### config.mk
export PLATFORM = sky130hd
export DESIGN_NAME = sfp_mdio_ctrl_top
export DESIGN_NICKNAME = d
export VERILOG_FILES = /design/src/sfp_opb_pkg.sv /design/src/sfp_mgt_pkg.sv /design/src/opb_slave_decode.sv /design/src/mgt_gpio_regs.sv /design/src/mdio_master.sv /design/src/mgt_pin_mux.sv /design/src/sfp_mdio_ctrl_top.sv
export SDC_FILE = /design/constraint.sdc
export NUM_CORES = 1
export LEC_CHECK = 0
export BUFFER_PORTS_ARGS = -buffer_cell sky130_fd_sc_hd__buf_2
export CORE_MARGIN = 1.5
export CORE_UTILIZATION = 25
export CTS_BUF_LIST = sky130_fd_sc_hd__clkbuf_4 sky130_fd_sc_hd__clkbuf_8 sky130_fd_sc_hd__clkbuf_16
export DETAILED_ROUTE_END_ITERATION = 10
export MAX_ROUTING_LAYER = met4
export PLACE_DENSITY = 0.38
export SETUP_SLACK_MARGIN = 0.1
export SLEW_MARGIN = 20
export SYNTH_ARGS = -nofsm -noshare
export SYNTH_HDL_FRONTEND = slang
export SYNTH_HIERARCHICAL = 1
export SYNTH_SLANG_ARGS = --single-unit
### constraint.sdc
create_clock -name OPB_Clk -period 5.1 [get_ports OPB_Clk]
set_input_delay 1.02 -clock OPB_Clk [delete_from_list [all_inputs] [get_ports OPB_Clk]]
set_output_delay 1.02 -clock OPB_Clk [all_outputs]
set_load 0.005 [all_outputs]
### src/sfp_opb_pkg.sv
`default_nettype none

package sfp_opb_pkg;

  // Slave region on the OPB
  localparam logic [31:0] OPB_BASEADDR = 32'h8000_1000;
  localparam logic [31:0] OPB_HIGHADDR = 32'h8000_101F;

  // GPIO window first, MDIO window right behind it
  localparam logic [31:0] GPIO_SPAN = 32'd16;

  // GPIO window offsets
  localparam logic [3:0] GPIO_OUT_OFS = 4'd0;
  localparam logic [3:0] GPIO_OE_OFS  = 4'd4;
  localparam logic [3:0] GPIO_DED_OFS = 4'd8;
  localparam logic [3:0] GPIO_IN_OFS  = 4'd12;

  // MDIO window offsets
  localparam logic [3:0] MDIO_CMD_OFS   = 4'd0;
  localparam logic [3:0] MDIO_CTRL_OFS  = 4'd4;
  localparam logic [3:0] MDIO_RDATA_OFS = 4'd8;

endpackage

`default_nettype wire

### src/sfp_mgt_pkg.sv
`default_nettype none

package sfp_mgt_pkg;

  localparam int GPIO_COUNT = 12;

  // SFP site 0
  localparam int PIN_EN0   = 0;
  localparam int PIN_RST0A = 1;
  localparam int PIN_RST0B = 2;
  localparam int PIN_MDC0  = 3;
  localparam int PIN_MDIO0 = 4;

  // SFP site 1
  localparam int PIN_EN1   = 6;
  localparam int PIN_RST1A = 7;
  localparam int PIN_RST1B = 8;
  localparam int PIN_MDC1  = 9;
  localparam int PIN_MDIO1 = 10;

  // MDC runs at OPB_Clk / (2 * MDC_HALF)
  localparam int MDC_HALF      = 4;
  localparam int PREAMBLE_BITS = 32;
  localparam int FRAME_BITS    = 32;

  // Clause 45 opcodes
  localparam logic [1:0] MDIO_OP_ADDR  = 2'b00;
  localparam logic [1:0] MDIO_OP_WRITE = 2'b01;
  localparam logic [1:0] MDIO_OP_READ  = 2'b11;
  localparam logic [1:0] MDIO_OP_RINC  = 2'b10;

  // Command word, sent MSB first
  typedef union packed {
    logic [31:0] raw;
    struct packed {
      logic [1:0]  st;
      logic [1:0]  op;
      logic [4:0]  prtad;
      logic [4:0]  devad;
      logic [1:0]  ta;
      logic [15:0] data;
    } f;
  } mdio_cmd_u;

endpackage

`default_nettype wire

### src/opb_slave_decode.sv
`timescale 1ns/1ns
`default_nettype none

module opb_slave_decode (
  input  wire         OPB_Clk,
  input  wire         wb_rst_i,
  input  wire         opb_select_i,
  input  wire         opb_rnw_i,
  input  wire  [31:0] opb_abus_i,
  input  wire  [31:0] opb_dbus_i,
  input  wire  [31:0] gpio_rdata_i,
  input  wire  [31:0] mdio_rdata_i,
  input  wire         cmd_reject_i,
  output logic        gpio_wr_o,
  output logic        mdio_wr_o,
  output logic        mdio_rd_o,
  output logic [3:0]  reg_ofs_o,
  output logic [31:0] reg_wdata_o,
  output logic [31:0] sl_dbus_o,
  output logic        sl_xfer_ack_o,
  output logic        sl_err_ack_o,
  output logic        sl_retry_o,
  output logic        sl_tout_sup_o
);
  import sfp_opb_pkg::*;

  logic        select_q;
  logic        start;
  logic        in_gpio;
  logic        in_mdio;
  logic        gpio_hit;
  logic        mdio_hit;
  logic        gpio_map;
  logic        gpio_wok;
  logic        mdio_map;
  logic        mdio_wok;
  logic        bad;
  logic        rd_gpio_q;
  logic        rd_mdio_q;
  logic [31:0] ofs_full;

  // New transfer on the rising edge of select
  assign start   = opb_select_i & ~select_q;
  assign in_gpio = (opb_abus_i >= OPB_BASEADDR) && (opb_abus_i < OPB_BASEADDR + GPIO_SPAN);
  assign in_mdio = (opb_abus_i >= OPB_BASEADDR + GPIO_SPAN) && (opb_abus_i <= OPB_HIGHADDR);
  assign gpio_hit = start & in_gpio;
  assign mdio_hit = start & in_mdio;

  assign ofs_full  = opb_abus_i - (in_mdio ? OPB_BASEADDR + GPIO_SPAN : OPB_BASEADDR);
  assign reg_ofs_o = ofs_full[3:0];
  assign reg_wdata_o = opb_dbus_i;

  assign gpio_map = reg_ofs_o inside {GPIO_OUT_OFS, GPIO_OE_OFS, GPIO_DED_OFS, GPIO_IN_OFS};
  assign gpio_wok = reg_ofs_o inside {GPIO_OUT_OFS, GPIO_OE_OFS, GPIO_DED_OFS};
  assign mdio_map = reg_ofs_o inside {MDIO_CMD_OFS, MDIO_CTRL_OFS, MDIO_RDATA_OFS};
  assign mdio_wok = reg_ofs_o inside {MDIO_CMD_OFS, MDIO_CTRL_OFS};

  assign gpio_wr_o = gpio_hit & ~opb_rnw_i & gpio_wok;
  assign mdio_wr_o = mdio_hit & ~opb_rnw_i & mdio_wok;
  assign mdio_rd_o = mdio_hit & opb_rnw_i & mdio_map;

  // Unmapped offset, write to a read-only register or busy command
  assign bad = (gpio_hit & (~gpio_map | (~opb_rnw_i & ~gpio_wok))) |
               (mdio_hit & (~mdio_map | (~opb_rnw_i & ~mdio_wok) | cmd_reject_i));

  always_ff @(posedge OPB_Clk) begin
    if (wb_rst_i) begin
      select_q      <= 1'b0;
      sl_xfer_ack_o <= 1'b0;
      sl_err_ack_o  <= 1'b0;
      rd_gpio_q     <= 1'b0;
      rd_mdio_q     <= 1'b0;
    end else begin
      select_q      <= opb_select_i;
      sl_xfer_ack_o <= (gpio_hit | mdio_hit) & ~bad;
      sl_err_ack_o  <= (gpio_hit | mdio_hit) & bad;
      rd_gpio_q     <= gpio_hit & opb_rnw_i & ~bad;
      rd_mdio_q     <= mdio_hit & opb_rnw_i & ~bad;
    end
  end

  // Bus stays zero except during a read acknowledge
  assign sl_dbus_o = rd_gpio_q ? gpio_rdata_i :
                     rd_mdio_q ? mdio_rdata_i : 32'd0;

  assign sl_retry_o    = 1'b0;
  assign sl_tout_sup_o = 1'b0;

  a_one_ack: assert property (@(posedge OPB_Clk) disable iff (wb_rst_i)
    !(sl_xfer_ack_o && sl_err_ack_o))
    else $error("xfer and err acknowledge together");

  a_ack_pulse: assert property (@(posedge OPB_Clk) disable iff (wb_rst_i)
    (sl_xfer_ack_o || sl_err_ack_o) |=> !(sl_xfer_ack_o || sl_err_ack_o))
    else $error("acknowledge longer than one cycle");

endmodule

`default_nettype wire

### src/mgt_gpio_regs.sv
`timescale 1ns/1ns
`default_nettype none

module mgt_gpio_regs (
  input  wire                                  OPB_Clk,
  input  wire                                  wb_rst_i,
  input  wire                                  gpio_wr_i,
  input  wire  [3:0]                           reg_ofs_i,
  input  wire  [31:0]                          reg_wdata_i,
  input  wire  [sfp_mgt_pkg::GPIO_COUNT-1:0]   gpio_in_i,
  output logic [31:0]                          gpio_rdata_o,
  output logic [sfp_mgt_pkg::GPIO_COUNT-1:0]   gpio_out_o,
  output logic [sfp_mgt_pkg::GPIO_COUNT-1:0]   gpio_oe_o,
  output logic [sfp_mgt_pkg::GPIO_COUNT-1:0]   gpio_ded_o
);
  import sfp_opb_pkg::*;
  import sfp_mgt_pkg::*;

  logic                  wr_q;
  logic [3:0]            ofs_q;
  logic [GPIO_COUNT-1:0] wdata_q;
  logic [GPIO_COUNT-1:0] in_meta;
  logic [GPIO_COUNT-1:0] in_sync;
  logic [GPIO_COUNT-1:0] rd_sel;

  // Writes are staged one cycle so they land after the acknowledge
  always_ff @(posedge OPB_Clk) begin
    if (wb_rst_i) begin
      wr_q <= 1'b0;
    end else begin
      wr_q <= gpio_wr_i;
    end
  end

  always_ff @(posedge OPB_Clk) begin
    ofs_q   <= reg_ofs_i;
    wdata_q <= reg_wdata_i[GPIO_COUNT-1:0];
  end

  always_ff @(posedge OPB_Clk) begin
    if (wb_rst_i) begin
      gpio_out_o <= '0;
      gpio_oe_o  <= '0;
      gpio_ded_o <= '0;
    end else if (wr_q) begin
      case (ofs_q)
        GPIO_OUT_OFS: gpio_out_o <= wdata_q;
        GPIO_OE_OFS:  gpio_oe_o  <= wdata_q;
        GPIO_DED_OFS: gpio_ded_o <= wdata_q;
        default: ;
      endcase
    end
  end

  // Two-flop synchronizer on the pad inputs
  always_ff @(posedge OPB_Clk) begin
    in_meta <= gpio_in_i;
    in_sync <= in_meta;
  end

  always_comb begin
    case (reg_ofs_i)
      GPIO_OUT_OFS: rd_sel = gpio_out_o;
      GPIO_OE_OFS:  rd_sel = gpio_oe_o;
      GPIO_DED_OFS: rd_sel = gpio_ded_o;
      GPIO_IN_OFS:  rd_sel = in_sync;
      default:      rd_sel = '0;
    endcase
  end

  // Registered so the data lines up with the acknowledge cycle
  always_ff @(posedge OPB_Clk) begin
    gpio_rdata_o <= {{(32-GPIO_COUNT){1'b0}}, rd_sel};
  end

endmodule

`default_nettype wire

### src/mdio_master.sv
`timescale 1ns/1ns
`default_nettype none

module mdio_master (
  input  wire         OPB_Clk,
  input  wire         wb_rst_i,
  input  wire         mdio_wr_i,
  input  wire         mdio_rd_i,
  input  wire  [3:0]  reg_ofs_i,
  input  wire  [31:0] reg_wdata_i,
  input  wire         mdi_i,
  output logic        mdc_o,
  output logic        mdo_o,
  output logic        mdo_en_o,
  output logic        site_sel_o,
  output logic        cmd_reject_o,
  output logic [31:0] mdio_rdata_o
);
  import sfp_opb_pkg::*;
  import sfp_mgt_pkg::*;

  logic                                         busy;
  logic                                         rd_op;
  logic                                         tick;
  logic                                         cmd_wr;
  logic                                         ctrl_wr;
  logic [$clog2(MDC_HALF)-1:0]                  div_cnt;
  logic [$clog2(PREAMBLE_BITS+FRAME_BITS+1)-1:0] bit_cnt;
  logic [PREAMBLE_BITS+FRAME_BITS-1:0]          shift_q;
  logic [15:0]                                  rdata_q;
  mdio_cmd_u                                    cmd_in;
  mdio_cmd_u                                    cmd_q;

  // Clause 45 start sequence is always 00
  always_comb begin
    cmd_in.raw  = reg_wdata_i;
    cmd_in.f.st = 2'b00;
  end

  assign cmd_wr       = mdio_wr_i && (reg_ofs_i == MDIO_CMD_OFS);
  assign cmd_reject_o = cmd_wr && busy;
  assign ctrl_wr      = mdio_wr_i && (reg_ofs_i == MDIO_CTRL_OFS) && !busy;
  assign tick         = busy && (div_cnt == MDC_HALF - 1);

  // Frame sequencer, one bit per MDC period
  always_ff @(posedge OPB_Clk) begin
    if (wb_rst_i) begin
      busy     <= 1'b0;
      rd_op    <= 1'b0;
      mdc_o    <= 1'b1;
      mdo_o    <= 1'b1;
      mdo_en_o <= 1'b0;
      div_cnt  <= '0;
      bit_cnt  <= '0;
    end else if (cmd_wr && !busy) begin
      busy    <= 1'b1;
      div_cnt <= '0;
      bit_cnt <= '0;
      unique case (cmd_in.f.op)
        MDIO_OP_ADDR, MDIO_OP_WRITE: rd_op <= 1'b0;
        MDIO_OP_READ, MDIO_OP_RINC:  rd_op <= 1'b1;
      endcase
    end else if (busy) begin
      div_cnt <= tick ? '0 : div_cnt + 1'b1;
      if (tick && mdc_o) begin
        if (bit_cnt == PREAMBLE_BITS + FRAME_BITS) begin
          // Last high half done
          busy     <= 1'b0;
          mdo_o    <= 1'b1;
          mdo_en_o <= 1'b0;
        end else begin
          mdc_o    <= 1'b0;
          mdo_o    <= shift_q[PREAMBLE_BITS+FRAME_BITS-1];
          // Reads let go of the line from the second TA bit
          mdo_en_o <= !(rd_op && (bit_cnt >= PREAMBLE_BITS + 15));
          bit_cnt  <= bit_cnt + 1'b1;
        end
      end else if (tick) begin
        mdc_o <= 1'b1;
      end
    end
  end

  always_ff @(posedge OPB_Clk) begin
    if (cmd_wr && !busy) begin
      shift_q <= {{PREAMBLE_BITS{1'b1}}, cmd_in.raw};
      cmd_q   <= cmd_in;
    end else if (tick && mdc_o && (bit_cnt != PREAMBLE_BITS + FRAME_BITS)) begin
      shift_q <= {shift_q[PREAMBLE_BITS+FRAME_BITS-2:0], 1'b0};
    end
  end

  // Sample the PHY data bits on the rising MDC edge
  always_ff @(posedge OPB_Clk) begin
    if (tick && !mdc_o && rd_op && (bit_cnt > PREAMBLE_BITS + 16)) begin
      rdata_q <= {rdata_q[14:0], mdi_i};
    end
  end

  // Site select is ignored while a frame runs
  always_ff @(posedge OPB_Clk) begin
    if (wb_rst_i) begin
      site_sel_o <= 1'b0;
    end else if (ctrl_wr) begin
      site_sel_o <= reg_wdata_i[0];
    end
  end

  always_ff @(posedge OPB_Clk) begin
    if (mdio_rd_i) begin
      case (reg_ofs_i)
        MDIO_CMD_OFS:   mdio_rdata_o <= cmd_q.raw;
        MDIO_CTRL_OFS:  mdio_rdata_o <= {30'd0, busy, site_sel_o};
        MDIO_RDATA_OFS: mdio_rdata_o <= {16'd0, rdata_q};
        default:        mdio_rdata_o <= 32'd0;
      endcase
    end
  end

  a_site_stable: assert property (@(posedge OPB_Clk) disable iff (wb_rst_i)
    busy |=> $stable(site_sel_o))
    else $error("site_sel changed during an MDIO frame");

endmodule

`default_nettype wire

### src/mgt_pin_mux.sv
`timescale 1ns/1ns
`default_nettype none

module mgt_pin_mux (
  input  wire  [sfp_mgt_pkg::GPIO_COUNT-1:0] gpio_out_i,
  input  wire  [sfp_mgt_pkg::GPIO_COUNT-1:0] gpio_oe_i,
  input  wire  [sfp_mgt_pkg::GPIO_COUNT-1:0] gpio_ded_i,
  input  wire                                mdc_i,
  input  wire                                mdo_i,
  input  wire                                mdo_en_i,
  input  wire                                site_sel_i,
  input  wire  [sfp_mgt_pkg::GPIO_COUNT-1:0] mgt_gpio_i,
  output logic                               mdi_o,
  output logic [sfp_mgt_pkg::GPIO_COUNT-1:0] mgt_gpio_o,
  output logic [sfp_mgt_pkg::GPIO_COUNT-1:0] mgt_gpio_oe_o
);
  import sfp_mgt_pkg::*;

  logic [GPIO_COUNT-1:0] ded_out;
  logic [GPIO_COUNT-1:0] ded_oe;
  logic                  mdio_pull;

  always_comb begin
    // Open drain, only a zero bit pulls the line
    mdio_pull = mdo_en_i & ~mdo_i;
    ded_out   = '0;
    ded_oe    = '0;
    ded_out[PIN_EN0]   = 1'b1;
    ded_out[PIN_EN1]   = 1'b1;
    ded_oe[PIN_EN0]    = 1'b1;
    ded_oe[PIN_EN1]    = 1'b1;
    ded_oe[PIN_RST0A]  = 1'b1;
    ded_oe[PIN_RST0B]  = 1'b1;
    ded_oe[PIN_RST1A]  = 1'b1;
    ded_oe[PIN_RST1B]  = 1'b1;
    // Idle site keeps MDC high
    ded_out[PIN_MDC0]  = site_sel_i ? 1'b1 : mdc_i;
    ded_out[PIN_MDC1]  = site_sel_i ? mdc_i : 1'b1;
    ded_oe[PIN_MDC0]   = 1'b1;
    ded_oe[PIN_MDC1]   = 1'b1;
    ded_oe[PIN_MDIO0]  = mdio_pull & ~site_sel_i;
    ded_oe[PIN_MDIO1]  = mdio_pull & site_sel_i;

    mgt_gpio_o    = (gpio_ded_i & ded_out) | (~gpio_ded_i & gpio_out_i);
    mgt_gpio_oe_o = (gpio_ded_i & ded_oe) | (~gpio_ded_i & gpio_oe_i);

    if (gpio_ded_i[PIN_MDIO0]) begin
      assert (mgt_gpio_o[PIN_MDIO0] == 1'b0) else $error("MDIO0 pin driven high");
    end
    if (gpio_ded_i[PIN_MDIO1]) begin
      assert (mgt_gpio_o[PIN_MDIO1] == 1'b0) else $error("MDIO1 pin driven high");
    end
  end

  assign mdi_o = site_sel_i ? mgt_gpio_i[PIN_MDIO1] : mgt_gpio_i[PIN_MDIO0];

endmodule

`default_nettype wire

### src/sfp_mdio_ctrl_top.sv
`timescale 1ns/1ns
`default_nettype none

module sfp_mdio_ctrl_top (
  input  wire                                OPB_Clk,
  input  wire                                wb_rst_i,
  input  wire                                opb_select_i,
  input  wire                                opb_rnw_i,
  input  wire  [3:0]                         opb_be_i,
  input  wire  [31:0]                        opb_abus_i,
  input  wire  [31:0]                        opb_dbus_i,
  output wire  [31:0]                        sl_dbus_o,
  output wire                                sl_xfer_ack_o,
  output wire                                sl_err_ack_o,
  output wire                                sl_retry_o,
  output wire                                sl_tout_sup_o,
  input  wire  [sfp_mgt_pkg::GPIO_COUNT-1:0] mgt_gpio_i,
  output wire  [sfp_mgt_pkg::GPIO_COUNT-1:0] mgt_gpio_o,
  output wire  [sfp_mgt_pkg::GPIO_COUNT-1:0] mgt_gpio_oe_o
);
  import sfp_opb_pkg::*;
  import sfp_mgt_pkg::*;

  wire                  gpio_wr;
  wire                  mdio_wr;
  wire                  mdio_rd;
  wire [3:0]            reg_ofs;
  wire [31:0]           reg_wdata;
  wire [31:0]           gpio_rdata;
  wire [31:0]           mdio_rdata;
  wire                  cmd_reject;
  wire [GPIO_COUNT-1:0] gpio_out;
  wire [GPIO_COUNT-1:0] gpio_oe;
  wire [GPIO_COUNT-1:0] gpio_ded;
  wire                  mdc;
  wire                  mdo;
  wire                  mdo_en;
  wire                  site_sel;
  wire                  mdi;

  opb_slave_decode u_decode (
    .OPB_Clk       (OPB_Clk),
    .wb_rst_i      (wb_rst_i),
    .opb_select_i  (opb_select_i),
    .opb_rnw_i     (opb_rnw_i),
    .opb_abus_i    (opb_abus_i),
    .opb_dbus_i    (opb_dbus_i),
    .gpio_rdata_i  (gpio_rdata),
    .mdio_rdata_i  (mdio_rdata),
    .cmd_reject_i  (cmd_reject),
    .gpio_wr_o     (gpio_wr),
    .mdio_wr_o     (mdio_wr),
    .mdio_rd_o     (mdio_rd),
    .reg_ofs_o     (reg_ofs),
    .reg_wdata_o   (reg_wdata),
    .sl_dbus_o     (sl_dbus_o),
    .sl_xfer_ack_o (sl_xfer_ack_o),
    .sl_err_ack_o  (sl_err_ack_o),
    .sl_retry_o    (sl_retry_o),
    .sl_tout_sup_o (sl_tout_sup_o)
  );

  mgt_gpio_regs u_gpio (
    .OPB_Clk      (OPB_Clk),
    .wb_rst_i     (wb_rst_i),
    .gpio_wr_i    (gpio_wr),
    .reg_ofs_i    (reg_ofs),
    .reg_wdata_i  (reg_wdata),
    .gpio_in_i    (mgt_gpio_i),
    .gpio_rdata_o (gpio_rdata),
    .gpio_out_o   (gpio_out),
    .gpio_oe_o    (gpio_oe),
    .gpio_ded_o   (gpio_ded)
  );

  mdio_master u_mdio (
    .OPB_Clk      (OPB_Clk),
    .wb_rst_i     (wb_rst_i),
    .mdio_wr_i    (mdio_wr),
    .mdio_rd_i    (mdio_rd),
    .reg_ofs_i    (reg_ofs),
    .reg_wdata_i  (reg_wdata),
    .mdi_i        (mdi),
    .mdc_o        (mdc),
    .mdo_o        (mdo),
    .mdo_en_o     (mdo_en),
    .site_sel_o   (site_sel),
    .cmd_reject_o (cmd_reject),
    .mdio_rdata_o (mdio_rdata)
  );

  mgt_pin_mux u_mux (
    .gpio_out_i    (gpio_out),
    .gpio_oe_i     (gpio_oe),
    .gpio_ded_i    (gpio_ded),
    .mdc_i         (mdc),
    .mdo_i         (mdo),
    .mdo_en_i      (mdo_en),
    .site_sel_i    (site_sel),
    .mgt_gpio_i    (mgt_gpio_i),
    .mdi_o         (mdi),
    .mgt_gpio_o    (mgt_gpio_o),
    .mgt_gpio_oe_o (mgt_gpio_oe_o)
  );

  // All registers are 32 bits wide, so writes into the region use every byte lane
  a_full_word_write: assert property (@(posedge OPB_Clk) disable iff (wb_rst_i)
    opb_select_i && !opb_rnw_i && (opb_abus_i >= OPB_BASEADDR) &&
    (opb_abus_i <= OPB_HIGHADDR) |-> opb_be_i == 4'hF)
    else $error("partial write into the register region");

endmodule

`default_nettype wire

==> impl_metrics.toml, run 1 <==
[status]
status = "completed"

[detailed_routing]
num_vias = 6214
routedWlPerCell_um = 17.4
route.met2.wl_um = 12100
first_pass_iters = 4
vias_per_cell = 4.28
ant_nets = 0
wl_met3_um = 1290
met1_length_um = 11400
top_layer_used = "met4"
drt_drc_violations_left = 0
drt_iter0_markers = 266
wirelength_um = 25300

[min_path]
hold_path_end = "u_gpio/in_sync[8]"
hold_depth = 0
hp-class = "reg2reg"
min-delay-start = "u_gpio/in_meta[8]"

[place]
io_buffer_count = 133
pre_cts_slack_ns = 0.648
hpwl_um = 16500
gp_congestion = 0.732

[power_and_ir_drop]
power_density_nw_per_um2 = 350
peakVddDrop_mv = 0.224
p_leak_uw = 0.00474
power_uw = 4210

[critical_path]
rr_endpoint = "u_mdio/shift_q[28]"
path_cells = "buf_2 -> nor4_1 -> nand4b_1 -> or4b_4 -> nor4_1 -> nor3b_4 -> nand2_2 -> inv_1 -> mux2_1"
cp.arrival_ns = 4.07
crit_slowest_cell = "or4b_4"
worst-setup-path-type = "in2reg"
cp_max_fo = 12
cp-end-kind = "register"
reg2reg_depth = 8
critical_path.most_common_cell = "nor4_1"
regToRegSetupSlack_ns = 1.63
critPathLaunchType = "primary input"
worst_ep_required_time_ns = 5.40
cpPeakStageDelay_ns = 0.63
rr_startpoint = "u_decode/select_q"

[floorplanning]
die_h_um = 205
die_w_um = 205
placement_rows = 73
start_util_pct = 25.5
top_level_ports = 144
dieArea_um2 = 42000
core_um2 = 40000

[logic_synthesis]
postSynthCellCount = 810
mappedNetlistArea_um2 = 10200
synth_area_per_cell_um2 = 12.6
synth_warnings = 6

[cts]
clk_pin_slew_ns = 0.06
htree_levels = 1
cts_buffer_depth = 3
cts-root-buf = "clkbuf_16"
ctsResizeCount = 0
cts_buffers = 29
holdBufCountCts = 0
cts.sinks = 249
cts_tree = "yes"
post-cts-setup-buffers = 0
clkLatencyLatePin_ns = 0.55

[timing]
skew_ns = 0.0155
hold_viol = 0
setup_tns_ns = 0
tightest_slew_ns = 0.964
hold_ws_ns = 0.326
clock.fmax_mhz = 265
finalSetupViolCount = 0
rsz0062_at_grt = "false"
fin_crit_ns = 3.77
timing.final.crit_share_pct = 73.9
worst_slack_ns = 1.33
slew_headroom_pct = 35.1
slew_viol_final = 0

[job]
maxCapViolations = 0

[cells_and_area]
fin_nets = 991
area_growth_pct = 18.1
drive_gt1_share_pct = 24.7
num-fill-cells = 4123

[global_routing]
grt_pass1_vias = 6227
grt_max_degree = 56
grt_pass1_wl_um = 38300
grt_overflow = 0
grtUsageTotal_pct = 12.5
antenna_found_initial = 4
-- flip-flops by register name, indices dropped and copies added, names as in the netlist, 2 cells and up --
signal and cells:
u_gpio/gpio_out_o 12, u_mdio/shift_q 64, u_gpio/wdata_q 12, u_mdio/rdata_q 16
u_mdio/mdio_rdata_o 30, u_gpio/in_sync 12, u_mdio/cmd_q 30, u_gpio/gpio_rdata_o 12
u_gpio/gpio_ded_o 12, u_gpio/ofs_q 4, u_mdio/div_cnt 2, u_gpio/gpio_oe_o 12
u_mdio/bit_cnt 7, u_gpio/in_meta 12
-- worst max path at each step --
stage | start | cells after the start | to | slack, ns
after floorplan | opb_abus_i[27] | 4 | u_mdio/mdio_rdata_o[0] | 0.36
after global placement | opb_abus_i[27] | 9 | u_mdio/shift_q[28] | 0.70
after detailed placement | opb_abus_i[27] | 9 | u_mdio/shift_q[28] | 0.65
after CTS | opb_abus_i[27] | 9 | u_mdio/shift_q[28] | 1.22
after global routing | opb_abus_i[30] | 9 | u_mdio/shift_q[28] | 0.99
final | opb_abus_i[27] | 9 | u_mdio/shift_q[28] | 1.33
-- routing by layer --
metal  track usage (%)  vias up
met5                 -        -
met4              3.68        0
met3              2.70       30
met2              20.2      105
met1              15.6     3009
li1                  -     3070
-- cell usage in the layout, fill, tap and decap left out, types with 24 or more instances in the layout --
cell	n
dfxtp_1	142
mux2_1	29
conb_1	24
edfxtp_1	106
nand2b_1	49
a21oi_1	44
buf_2	133
a22o_1	45
clkbuf_16	29
mux2i_1	85
-- power breakdown --
| group | switching (µW) | internal [µW] |
|---|---|---|
| Combinational | 65.3 | 46.7 |
| Clock | 811 | 1200 |
| Sequential | 7.10 | 2090 |
-- worst max-delay path: cells and delay by family --
family | cells | cell delay, ns
AND/OR/NAND/NOR | 6 | 2.19
multiplexers | 1 | 0.36
buffers and inverters | 2 | 0.50
-- final cells by class --
type	instances	area (µm²)	share of cell area, %
flip-flops and latches	249	6050	50.3
multi-input cells	466	3560	29.6
clock buffers	47	898	7.47
repair buffers	146	788	6.55
well taps	525	657	5.46
inverters	12	45.0	0.375
clock inverters	4	23.8	0.198
diodes	4	10.0	0.0832
-- metrics by stage --
step | util, % | instances | area [µm²]
finish | 30.1 | 1453 | 12000
global route | 30.1 | 1453 | 12000
CTS | 30.0 | 1449 | 12000
detailed placement | 27.7 | 1398 | 11100
global placement | 27.7 | 1398 | 11100
floorplan | - | 831 | 10300
No activity file was read; power rests on OpenSTA's default activity.
==> run 2: changes to the inputs <==
--- a/config.mk
+++ b/config.mk
@@ -5,6 +5,7 @@
 export SDC_FILE = /design/constraint.sdc
 export NUM_CORES = 1
 export LEC_CHECK = 0
+export ABC_AREA = 1
 export BUFFER_PORTS_ARGS = -buffer_cell sky130_fd_sc_hd__buf_2
 export CORE_MARGIN = 1.5
 export CORE_UTILIZATION = 25
==> constraint.sdc (replaced) <==
create_clock -name OPB_Clk -period 3.85 [get_ports OPB_Clk]
set_input_delay 0.77 -clock OPB_Clk [delete_from_list [all_inputs] [get_ports OPB_Clk]]
set_output_delay 0.77 -clock OPB_Clk [all_outputs]
set_load 0.005 [all_outputs]
==> impl_metrics.toml, run 2 <==
[min_path]
hp-class = "in2reg"
hold_depth = 1
min-delay-start = "mgt_gpio_i[7]"
hold_path_end = "u_gpio/in_meta[7]"

[detailed_routing]
routedWlPerCell_um = 15.2
vias_per_cell = 4.19
ant_nets = 0
first_pass_iters = 5
drt_iter0_markers = 585
num_vias = 7966
wirelength_um = 28800
drt_drc_violations_left = 0

[cts]
clk_pin_slew_ns = 0.06
clkLatencyLatePin_ns = 0.55
post-cts-setup-buffers = 0
cts_buffers = 29
holdBufCountCts = 0
cts-root-buf = "clkbuf_16"
cts.sinks = 249
cts_buffer_depth = 3
ctsResizeCount = 0
cts_tree = "yes"
htree_levels = 1

[timing]
tightest_slew_ns = 0.880
clock.fmax_mhz = 354
rsz0062_at_grt = "false"
hold_ws_ns = 0.319
timing.final.crit_share_pct = 73.3
fin_crit_ns = 2.82
slew_headroom_pct = 41.1
setup_tns_ns = 0
slew_viol_final = 0
hold_viol = 0
finalSetupViolCount = 0
skew_ns = 0.0146
worst_slack_ns = 1.03

[job]
maxCapViolations = 0

[global_routing]
grt_max_degree = 55
grt_pass1_vias = 7748
grtUsageTotal_pct = 13.6
grt_pass1_wl_um = 44900
grt_overflow = 0
antenna_found_initial = 0

[logic_synthesis]
mappedNetlistArea_um2 = 10700
synth_warnings = 6
synth_area_per_cell_um2 = 8.51
postSynthCellCount = 1259

[floorplanning]
dieArea_um2 = 44100
start_util_pct = 25.4
top_level_ports = 144
placement_rows = 75
core_um2 = 42100
die_h_um = 210
die_w_um = 210

[power_and_ir_drop]
peakVddDrop_mv = 0.342
power_density_nw_per_um2 = 462
p_leak_uw = 0.00561

[critical_path]
reg2reg_depth = 12
path_cells = "buf_4 -> nand3_1 -> nand2_1 -> buf_2"
cp.arrival_ns = 2.05
cpPeakStageDelay_ns = 0.85
rr_startpoint = "u_decode/select_q"
regToRegSetupSlack_ns = 1.29
cp-end-kind = "output pin"
cp_max_fo = 20
worst-setup-path-type = "reg2out"
crit_slowest_cell = "dfxtp_1"
worst_ep_required_time_ns = 3.08
rr_endpoint = "u_mdio/shift_q[10]"
critPathLaunchType = "register"

[cells_and_area]
final_cell_mix = "nand2_1, dfxtp_1, inv_1"
antennaDiodeCount = 0
fin_nets = 1428
stdcell_area_um2 = 12500
num-fill-cells = 4454
largest_register = "u_mdio/shift_q"
biggestRegsByFlops = "u_mdio/shift_q x64, u_mdio/cmd_q x30, u_mdio/mdio_rdata_o x30"
utilization_pct = 29.6
area_growth_pct = 16.4
final_common_cell = "nand2_1"
largest_register_ffs = 64
drive_gt1_share_pct = 17.5

[place]
placed_area_um2 = 11500
io_buffer_count = 133
pre_cts_slack_ns = 0.681
gp_congestion = 0.773
hpwl_um = 19800

[status]
status = "completed"
## run 2: area by class of cell
class                           count  area (µm²)  share of cell area, %
Multi-Input combinational cell    766        3440                   27.6
Inverter                          146         551                   4.41
Clock inverter                     17         141                   1.13
Sequential cell                   249        6050                   48.5
Clock buffer                       36         837                   6.71
Tap cell                          539         674                   5.41
Timing Repair Buffer              149         786                   6.30
## run 2: critical path, delay by kind of cell (launching register included)
| kind | cells | cell delay [ns] |
|---|---|---|
| DFF | 1 | 0.85 |
| buffers and inverters | 2 | 0.46 |
| and+or+nand+nor | 2 | 0.19 |
## run 2: worst max-delay path by stage
stage	startpoint	to	slack, ns
after CTS	u_decode/rd_mdio_q	sl_dbus_o[28]	0.95
after floorplan	opb_abus_i[30]	u_mdio/shift_q[0]	0.69
final	u_decode/rd_mdio_q	sl_dbus_o[28]	1.03
after global routing	u_decode/rd_mdio_q	sl_dbus_o[28]	0.87
after global placement	opb_abus_i[9]	u_mdio/shift_q[3]	0.70
after detailed placement	opb_abus_i[9]	u_mdio/shift_q[4]	0.68
## run 2: layer usage
metal	up-vias	wire length [µm]	track usage, %
met4	0	510	3.55
li1	4109	-	-
met2	129	12800	21.0
met3	32	1020	1.77
met5	-	0	-
met1	3696	14500	18.7
## run 2: power by group
group	internal, µW	switching [µW]	total, µW
logic	58.0	117	175
registers	2780	20.5	2800
clock network	1670	1120	2790
## run 2: through the flow
stage	std cells	total power, µW
final	1902	5770
after global routing	1902	5980
after CTS	1902	5870
after detailed placement	1849	3040
after global placement	1849	3030
after floorplan	1280	2990
